==> config.mk <==
export PLATFORM = sky130hd
export DESIGN_NAME = rename_top
export DESIGN_NICKNAME = d
export VERILOG_FILES = /design/src/rename_pkg.sv /design/src/rename_if.sv /design/src/free_list.sv /design/src/map_table.sv /design/src/init_counter.sv /design/src/rename_ctrl.sv /design/src/rename_top.sv
export VERILOG_INCLUDE_DIRS = /design/src /design/src/src
export SDC_FILE = /design/constraint.sdc
export NUM_CORES = 1
export LEC_CHECK = 0
export CAP_MARGIN = 40
export CORE_MARGIN = 10
export CORE_UTILIZATION = 40
export DETAILED_ROUTE_END_ITERATION = 7
export DONT_BUFFER_PORTS = 1
export PLACE_DENSITY_LB_ADDON = 0.12
export SYNTH_ARGS = -nofsm -noshare
export SYNTH_HDL_FRONTEND = slang
export SYNTH_SLANG_ARGS = --single-unit
==> constraint.sdc <==
create_clock -name clk -period 4.4 [get_ports clk]
set_input_delay 1.32 -clock clk [delete_from_list [all_inputs] [get_ports clk]]
set_output_delay 1.32 -clock clk [all_outputs]
set_load 0.01 [all_outputs]
==> src/rename_config.svh <==
`ifndef RENAME_CONFIG_SVH
`define RENAME_CONFIG_SVH

// Architectural register file size
`define RENAME_NUM_ARCH 16

// Physical register file size, also the free-list ring depth
`define RENAME_NUM_PHYS 32

// Index widths
`define RENAME_ARCH_W 4
`define RENAME_PHYS_W 5

// Free-list occupancy counter, one bit wider so a full ring fits
`define RENAME_CNT_W (`RENAME_PHYS_W + 1)

`endif

==> src/rename_pkg.sv <==
`default_nettype none

`include "rename_config.svh"

package rename_pkg;

  // Architectural register index
  typedef logic [`RENAME_ARCH_W-1:0] arch_idx_t;

  // Physical register index
  typedef logic [`RENAME_PHYS_W-1:0] phys_idx_t;

  // Controller state
  // ST_INIT runs the reset sweep, ST_RUN serves renames
  typedef enum logic {
    ST_INIT,
    ST_RUN
  } ctrl_state_e;

endpackage

`default_nettype wire

==> src/rename_if.sv <==
`timescale 1ns/1ps
`default_nettype none

// Link between the free list and the controller
interface free_list_if;
  logic                  push_valid;
  rename_pkg::phys_idx_t push_id;
  logic                  pop;
  rename_pkg::phys_idx_t head_id;
  logic                  empty;

  modport owner (
    input  push_valid,
    input  push_id,
    input  pop,
    output head_id,
    output empty
  );

  modport user (
    output push_valid,
    output push_id,
    output pop,
    input  head_id,
    input  empty
  );
endinterface

// Link between the map table and the controller
interface map_if;
  rename_pkg::arch_idx_t src1_arch;
  rename_pkg::arch_idx_t src2_arch;
  rename_pkg::arch_idx_t dst_arch;
  rename_pkg::phys_idx_t src1_phys;
  rename_pkg::phys_idx_t src2_phys;
  rename_pkg::phys_idx_t old_phys;
  logic                  wr_en;
  rename_pkg::arch_idx_t wr_arch;
  rename_pkg::phys_idx_t wr_phys;

  modport owner (
    input  src1_arch, src2_arch, dst_arch,
    output src1_phys, src2_phys, old_phys,
    input  wr_en, wr_arch, wr_phys
  );

  modport user (
    output src1_arch, src2_arch, dst_arch,
    input  src1_phys, src2_phys, old_phys,
    output wr_en, wr_arch, wr_phys
  );
endinterface

`default_nettype wire

==> src/free_list.sv <==
`timescale 1ns/1ps
`default_nettype none

`include "rename_config.svh"

// Circular FIFO of free physical register ids
// Ids leave from the head and come back at the tail in commit order
module free_list (
  input  logic      clk,
  input  logic      rst,
  free_list_if.owner fl
);

  rename_pkg::phys_idx_t     ring [`RENAME_NUM_PHYS];
  rename_pkg::phys_idx_t     head;
  rename_pkg::phys_idx_t     tail;
  logic [`RENAME_CNT_W-1:0]  count;
  logic                      full;

  // Ring depth is a power of two, pointers wrap on their own
  assign full       = (count == `RENAME_CNT_W'(`RENAME_NUM_PHYS));
  assign fl.empty   = (count == '0);
  assign fl.head_id = ring[head];

  // Storage, written at the tail
  always_ff @(posedge clk) begin
    if (fl.push_valid) begin
      ring[tail] <= fl.push_id;
    end
  end

  // Pointers
  always_ff @(posedge clk) begin
    if (rst) begin
      head <= '0;
      tail <= '0;
    end else begin
      if (fl.pop) begin
        head <= head + 1'b1;
      end
      if (fl.push_valid) begin
        tail <= tail + 1'b1;
      end
    end
  end

  // Occupancy, unchanged when push and pop coincide
  always_ff @(posedge clk) begin
    if (rst) begin
      count <= '0;
    end else begin
      case ({fl.push_valid, fl.pop})
        2'b10:   count <= count + 1'b1;
        2'b01:   count <= count - 1'b1;
        default: count <= count;
      endcase
    end
  end

  // Controller must gate pop with empty
  a_no_pop_when_empty: assert property (
    @(posedge clk) disable iff (rst)
    fl.pop |-> !fl.empty
  ) else $error("free_list: pop while empty");

  // Only ids taken out may come back, so the ring never overflows
  a_no_push_when_full: assert property (
    @(posedge clk) disable iff (rst)
    (fl.push_valid && full) |-> fl.pop
  ) else $error("free_list: push while full");

endmodule

`default_nettype wire

==> src/map_table.sv <==
`timescale 1ns/1ps
`default_nettype none

`include "rename_config.svh"

// Architectural to physical register map
// Three combinational read ports, one clocked write port
module map_table (
  input  logic  clk,
  map_if.owner  fl_map
);

  rename_pkg::phys_idx_t map_mem [`RENAME_NUM_ARCH];

  // Reads see the mapping from before a same-cycle write
  assign fl_map.src1_phys = map_mem[fl_map.src1_arch];
  assign fl_map.src2_phys = map_mem[fl_map.src2_arch];
  assign fl_map.old_phys  = map_mem[fl_map.dst_arch];

  // Filled with the identity mapping by the reset sweep
  always_ff @(posedge clk) begin
    if (fl_map.wr_en) begin
      map_mem[fl_map.wr_arch] <= fl_map.wr_phys;
    end
  end

  // New mapping must name a real physical register, never an unknown id
  a_wr_known: assert property (
    @(posedge clk)
    fl_map.wr_en |-> !$isunknown(fl_map.wr_phys)
  ) else $error("map_table: write of unknown id");

endmodule

`default_nettype wire

==> src/init_counter.sv <==
`timescale 1ns/1ps
`default_nettype none

`include "rename_config.svh"

// Walks the physical indices once after reset
module init_counter (
  input  logic                  clk,
  input  logic                  rst,
  input  logic                  enable,
  output rename_pkg::phys_idx_t index,
  output logic                  last
);

  // Final step of the sweep
  assign last = (index == rename_pkg::phys_idx_t'(`RENAME_NUM_PHYS - 1));

  // Stops at the final index and holds there
  always_ff @(posedge clk) begin
    if (rst) begin
      index <= '0;
    end else if (enable && !last) begin
      index <= index + 1'b1;
    end
  end

endmodule

`default_nettype wire

==> src/rename_ctrl.sv <==
`timescale 1ns/1ps
`default_nettype none

`include "rename_config.svh"

// Rename controller
// ST_INIT steers the sweep, ST_RUN serves one rename per clock
module rename_ctrl (
  input  logic                  clk,
  input  logic                  rst,
  input  logic                  req_valid,
  output logic                  req_ready,
  input  rename_pkg::arch_idx_t req_dst,
  input  rename_pkg::arch_idx_t req_src1,
  input  rename_pkg::arch_idx_t req_src2,
  output logic                  resp_valid,
  input  logic                  resp_ready,
  output rename_pkg::phys_idx_t resp_src1_phys,
  output rename_pkg::phys_idx_t resp_src2_phys,
  output rename_pkg::phys_idx_t resp_new_phys,
  output rename_pkg::phys_idx_t resp_old_phys,
  input  logic                  release_valid,
  input  rename_pkg::phys_idx_t release_phys,
  output logic                  sweep_enable,
  input  rename_pkg::phys_idx_t sweep_index,
  input  logic                  sweep_last,
  free_list_if.user             fl,
  map_if.user                   mt
);

  rename_pkg::ctrl_state_e state;
  logic                    in_init;
  logic                    sweep_to_map;
  logic                    accept;

  assign in_init      = (state == rename_pkg::ST_INIT);
  assign sweep_enable = in_init;

  // Low sweep indices seed the map, the rest seed the free list
  assign sweep_to_map = (sweep_index < rename_pkg::phys_idx_t'(`RENAME_NUM_ARCH));

  // Accept only with a free id and room in the response register
  assign req_ready = !in_init && !fl.empty && (!resp_valid || resp_ready);
  assign accept    = req_valid && req_ready;

  // Free-list side
  assign fl.pop        = accept;
  assign fl.push_valid = in_init ? !sweep_to_map : release_valid;
  assign fl.push_id    = in_init ? sweep_index : release_phys;

  // Map-table side
  assign mt.src1_arch = req_src1;
  assign mt.src2_arch = req_src2;
  assign mt.dst_arch  = req_dst;
  assign mt.wr_en     = in_init ? sweep_to_map : accept;
  assign mt.wr_arch   = in_init ? sweep_index[`RENAME_ARCH_W-1:0] : req_dst;
  assign mt.wr_phys   = in_init ? sweep_index : fl.head_id;

  always_ff @(posedge clk) begin
    if (rst) begin
      state <= rename_pkg::ST_INIT;
    end else if (in_init && sweep_last) begin
      state <= rename_pkg::ST_RUN;
    end
  end

  always_ff @(posedge clk) begin
    if (rst) begin
      resp_valid <= 1'b0;
    end else if (accept) begin
      resp_valid <= 1'b1;
    end else if (resp_ready) begin
      resp_valid <= 1'b0;
    end
  end

  // Response payload, old mapping sampled before the write lands
  always_ff @(posedge clk) begin
    if (accept) begin
      resp_src1_phys <= mt.src1_phys;
      resp_src2_phys <= mt.src2_phys;
      resp_new_phys  <= fl.head_id;
      resp_old_phys  <= mt.old_phys;
    end
  end

  // Commit cannot release before the sweep is done
  a_no_release_in_init: assert property (
    @(posedge clk) disable iff (rst)
    in_init |-> !release_valid
  ) else $error("rename_ctrl: release during init sweep");

  // A stalled response holds its payload
  a_resp_stable: assert property (
    @(posedge clk) disable iff (rst)
    (resp_valid && !resp_ready) |=> (resp_valid && $stable(resp_new_phys))
  ) else $error("rename_ctrl: response changed under back-pressure");

endmodule

`default_nettype wire

==> src/rename_top.sv <==
`timescale 1ns/1ps
`default_nettype none

// Register rename stage, one rename per clock
module rename_top (
  input  logic                  clk,
  input  logic                  rst,

  // Rename request
  input  logic                  req_valid,
  output logic                  req_ready,
  input  rename_pkg::arch_idx_t req_dst,
  input  rename_pkg::arch_idx_t req_src1,
  input  rename_pkg::arch_idx_t req_src2,

  // Rename response
  output logic                  resp_valid,
  input  logic                  resp_ready,
  output rename_pkg::phys_idx_t resp_src1_phys,
  output rename_pkg::phys_idx_t resp_src2_phys,
  output rename_pkg::phys_idx_t resp_new_phys,
  output rename_pkg::phys_idx_t resp_old_phys,

  // Commit release, always accepted once running
  input  logic                  release_valid,
  input  rename_pkg::phys_idx_t release_phys
);

  // Sweep counter link
  logic                  sweep_enable;
  rename_pkg::phys_idx_t sweep_index;
  logic                  sweep_last;

  free_list_if fl_if ();
  map_if       mt_if ();

  rename_ctrl rename_ctrl_inst (
    .clk            (clk),
    .rst            (rst),
    .req_valid      (req_valid),
    .req_ready      (req_ready),
    .req_dst        (req_dst),
    .req_src1       (req_src1),
    .req_src2       (req_src2),
    .resp_valid     (resp_valid),
    .resp_ready     (resp_ready),
    .resp_src1_phys (resp_src1_phys),
    .resp_src2_phys (resp_src2_phys),
    .resp_new_phys  (resp_new_phys),
    .resp_old_phys  (resp_old_phys),
    .release_valid  (release_valid),
    .release_phys   (release_phys),
    .sweep_enable   (sweep_enable),
    .sweep_index    (sweep_index),
    .sweep_last     (sweep_last),
    .fl             (fl_if),
    .mt             (mt_if)
  );

  init_counter init_counter_inst (
    .clk    (clk),
    .rst    (rst),
    .enable (sweep_enable),
    .index  (sweep_index),
    .last   (sweep_last)
  );

  free_list free_list_inst (
    .clk (clk),
    .rst (rst),
    .fl  (fl_if)
  );

  map_table map_table_inst (
    .clk    (clk),
    .fl_map (mt_if)
  );

endmodule

`default_nettype wire

==> metrics.yaml <==
fin_tns_setup_ns: 0
synth_top_area_share_pct: 60.9
tritoncts: "yes"
h-tree-depth: 1
ys_seq_elements: 288
worstSetupStartpointType: "input port"
timing.fmax_mhz: 303
synthCells: 768
hp-start: "free_list_inst.tail[1]"
critical_path_class: "input port to register"
fin_area_um2: 14200
via_per_inst: 5.83
yosysTopAreaCell: "edfxtp_1"
nets: 794
worst_pin_slew_ns: 0.815
grt_pass1_vias: 7253
clk_pin_slew_ns: 0.06
leakage_nw: 4.42
grt.overflow.total: 0
coreArea_um2: 31600
drtAntennaViolNets: 0
layout_min_cycle_time_ns: 3.30
slew_headroom_pct: 45.6
grt_pass1_wl_mm: 45.6
yosys-top-cells-area: "edfxtp_1 (61%), mux4_2 (13%), mux2i_1 (6.5%), dfxtp_1 (4.4%), a22oi_1 (2.4%)"
crit_fanout: 27
whs_path_depth: 2
path_cells: "nand2b_1 -> o2111ai_4 -> inv_4 -> ha_1 -> xor2_1 -> ha_1 -> a21o_1 -> a22oi_1 -> o21a_1 -> or3_1 -> a21oi_1"
hpwl_mm: 20.3
placed_cells: 1131
die_w_um: 199
fillers: 2718
clockBufferDepth: 3
rows: 65
drv_cap: 0
post_drt_wl_per_cell_um: 25.5
drt-initial-drc-count: 578
r2r_end: "free_list_inst.count[4]"
r2r_cells: 11
syn-cell-area_um2: 12800
n_antenna_cell: 0
synthArstFlopShare_pct: 0
fin_ws_ns: 1.10
gp_congestion: 0.846
holdBufCountCts: 0
vias: 6931
clock_sinks: 288
hold_path_class: "register to register"
grt_max_degree: 41
layout.cells.non_filler: 1189
cp_common_cell: "ha_1"
clkLatencyLatePin_ns: 0.58
yosysWarnings: 0
rsz0062_at_grt: "false"
outcome: "finished clean"
drt-pass1-iter-count: 5
cts_resized: 0
finalSetupViolations: 0
synth_edf_count: 260
end_kind: "register"
postCtsSetupRepairBufs: 0
ff2ff_setup_slack_ns: 1.16
dieHeight_um: 199
syn-num-nets: 800
cp_slowest_stage_delay_ns: 0.46
fp.dieArea_um2: 39600
worstHoldEndpoint: "free_list_inst.tail[1]"
hold_viol: 0
cp_slowest_cell: "ha_1"
netlist-cell-type-count: 45
syn_avg_cell_area_um2: 16.7
cts_buffers: 31
period_share_pct: 74.9
peakVddDrop_mv: 0.279
clock_skew_ns: 0.0306
pin_count: 44
regToRegStartpoint: "free_list_inst.count[0]"
wl_mm: 30.4
cts_root_buffer: "clkbuf_16"
critPathArrivalTime_ns: 3.81
syn2layout_area_growth_pct: 10.7
grtUsageTotal_pct: 15.4
synth-main-ff-cell: "edfxtp_1"
yosysSeqAreaShare_pct: 65.3
cp.required_ns: 4.91
drc: 0
layout-drive-gt1-share_pct: 18.8
initial_core_util_pct: 40.6
io_buffers: 0
slew_viol_final: 0
post_dp_cell_area_um2: 13200
power_density_nw_per_um2: 410
antenna_found_initial: 0
pre_cts_ws_ns: 0.526
cells by family after synthesis:
| group | Yosys count | share of synthesized area (%) |
|---|---|---|
| flip-flops | 288 | 65.3 |
| multiplexers | 165 | 20.3 |
| AND/OR/NAND/NOR | 143 | 5.48 |
| AO/OA/AOI/OAI | 94 | 4.92 |
| buffers and inverters | 54 | 2.08 |
| XOR/XNOR | 14 | 0.957 |
| adder cells (fa/ha/maj) | 10 | 0.976 |
cells in the mapped netlist (4+ instances only):
cell type	count
edfxtp_1	260
mux2i_1	83
mux4_2	75
nor2_1	68
a22oi_1	41
a21oi_1	33
dfxtp_1	28
clkbuf_1	27
nand2_1	27
xor2_1	11
ha_1	10
buf_2	7
mux2_2	7
nand2b_1	7
nand4_1	6
nor2b_1	6
o21ai_0	6
buf_4	5
inv_1	5
nor4_2	5
a31oi_1	4
buf_1	4
or3_1	4
metrics by stage:
step	power, W	hold WS (ns)	utilization (%)
floorplan	0.00324	0.467	-
global placement	0.00327	0.482	41.7
detailed placement	0.00328	0.510	41.7
CTS	0.00587	0.519	45.0
global route	0.00601	0.538	45.0
finish	0.00582	0.516	45.0
state kept, by name, summed over array words and instances, names as in the netlist, named ones only:
name                             count
rename_ctrl_inst.resp_src1_phys      5
free_list_inst.ring                160
rename_ctrl_inst.resp_src2_phys      5
free_list_inst.tail                  5
rename_ctrl_inst.state               1
rename_ctrl_inst.resp_old_phys       5
free_list_inst.head                  5
free_list_inst.count                 6
rename_ctrl_inst.resp_valid          1
map_table_inst.map_mem              80
init_counter_inst.index              5
rename_ctrl_inst.resp_new_phys       5
how the worst max path moves through the flow:
| stage | endpoint | cells after the start | slack, ns | startpoint |
|---|---|---|---|---|
| finish | free_list_inst.count[4] | 11 | 1.10 | resp_ready |
| global route | free_list_inst.count[4] | 11 | 0.89 | resp_ready |
| CTS | free_list_inst.count[4] | 11 | 1.12 | resp_ready |
| detailed placement | free_list_inst.count[4] | 11 | 0.53 | resp_ready |
| global placement | free_list_inst.count[4] | 11 | 0.62 | resp_ready |
| floorplan | free_list_inst.count[4] | 12 | 0.80 | resp_ready |
cell usage in the layout (no fill, tap or decap), types with 5 or more instances in the layout:
| master | n |
|---|---|
| mux4_2 | 75 |
| a22oi_1 | 41 |
| nand4_1 | 6 |
| clkbuf_16 | 31 |
| ha_1 | 10 |
| nor2_1 | 68 |
| nand2_1 | 27 |
| mux2i_1 | 83 |
| clkinv_1 | 9 |
| nand2b_1 | 7 |
| inv_1 | 5 |
| a21oi_1 | 33 |
| xor2_1 | 11 |
| nor2b_1 | 6 |
| edfxtp_1 | 260 |
| buf_4 | 6 |
| o21ai_0 | 6 |
| mux2_2 | 7 |
| nor4_2 | 5 |
| dfxtp_1 | 27 |
| clkbuf_1 | 6 |
critical path, delay by kind of cell:
kind,cells,cell delay [ns]
adders and majority gates,2,0.70
buffers and inverters,1,0.36
and+or+nand+nor,2,0.46
xor gates and xnor gates,1,0.19
AOI/OAI and AO/OA,5,0.77
report_power, final:
part	internal (W)	switching (W)	leakage, nW	total [W]
combinational	0.000103	0.0000962	1.30	0.000199
sequential	0.00301	0.0000169	2.62	0.00302
clock	0.00153	0.00106	0.491	0.00260
layout make-up:
class	count	area (µm²)	area share (%)
well taps	402	503	3.54
inverters	7	28.8	0.203
clock inverters	21	229	1.61
flip-flops and latches	288	8370	59.0
clock buffers	37	798	5.63
repair buffers	8	80.1	0.564
multi-input cells	426	4180	29.5
layer usage:
layer  global-route usage, %  vias up  wire length [µm]
li1                        -     3063                 -
met4                    4.61        0               929
met1                    21.0     3583             13100
met2                    24.8      230             14400
met3                    2.69       55              1890
met5                       0        -                 0
Power figures use the tool's default switching activity.
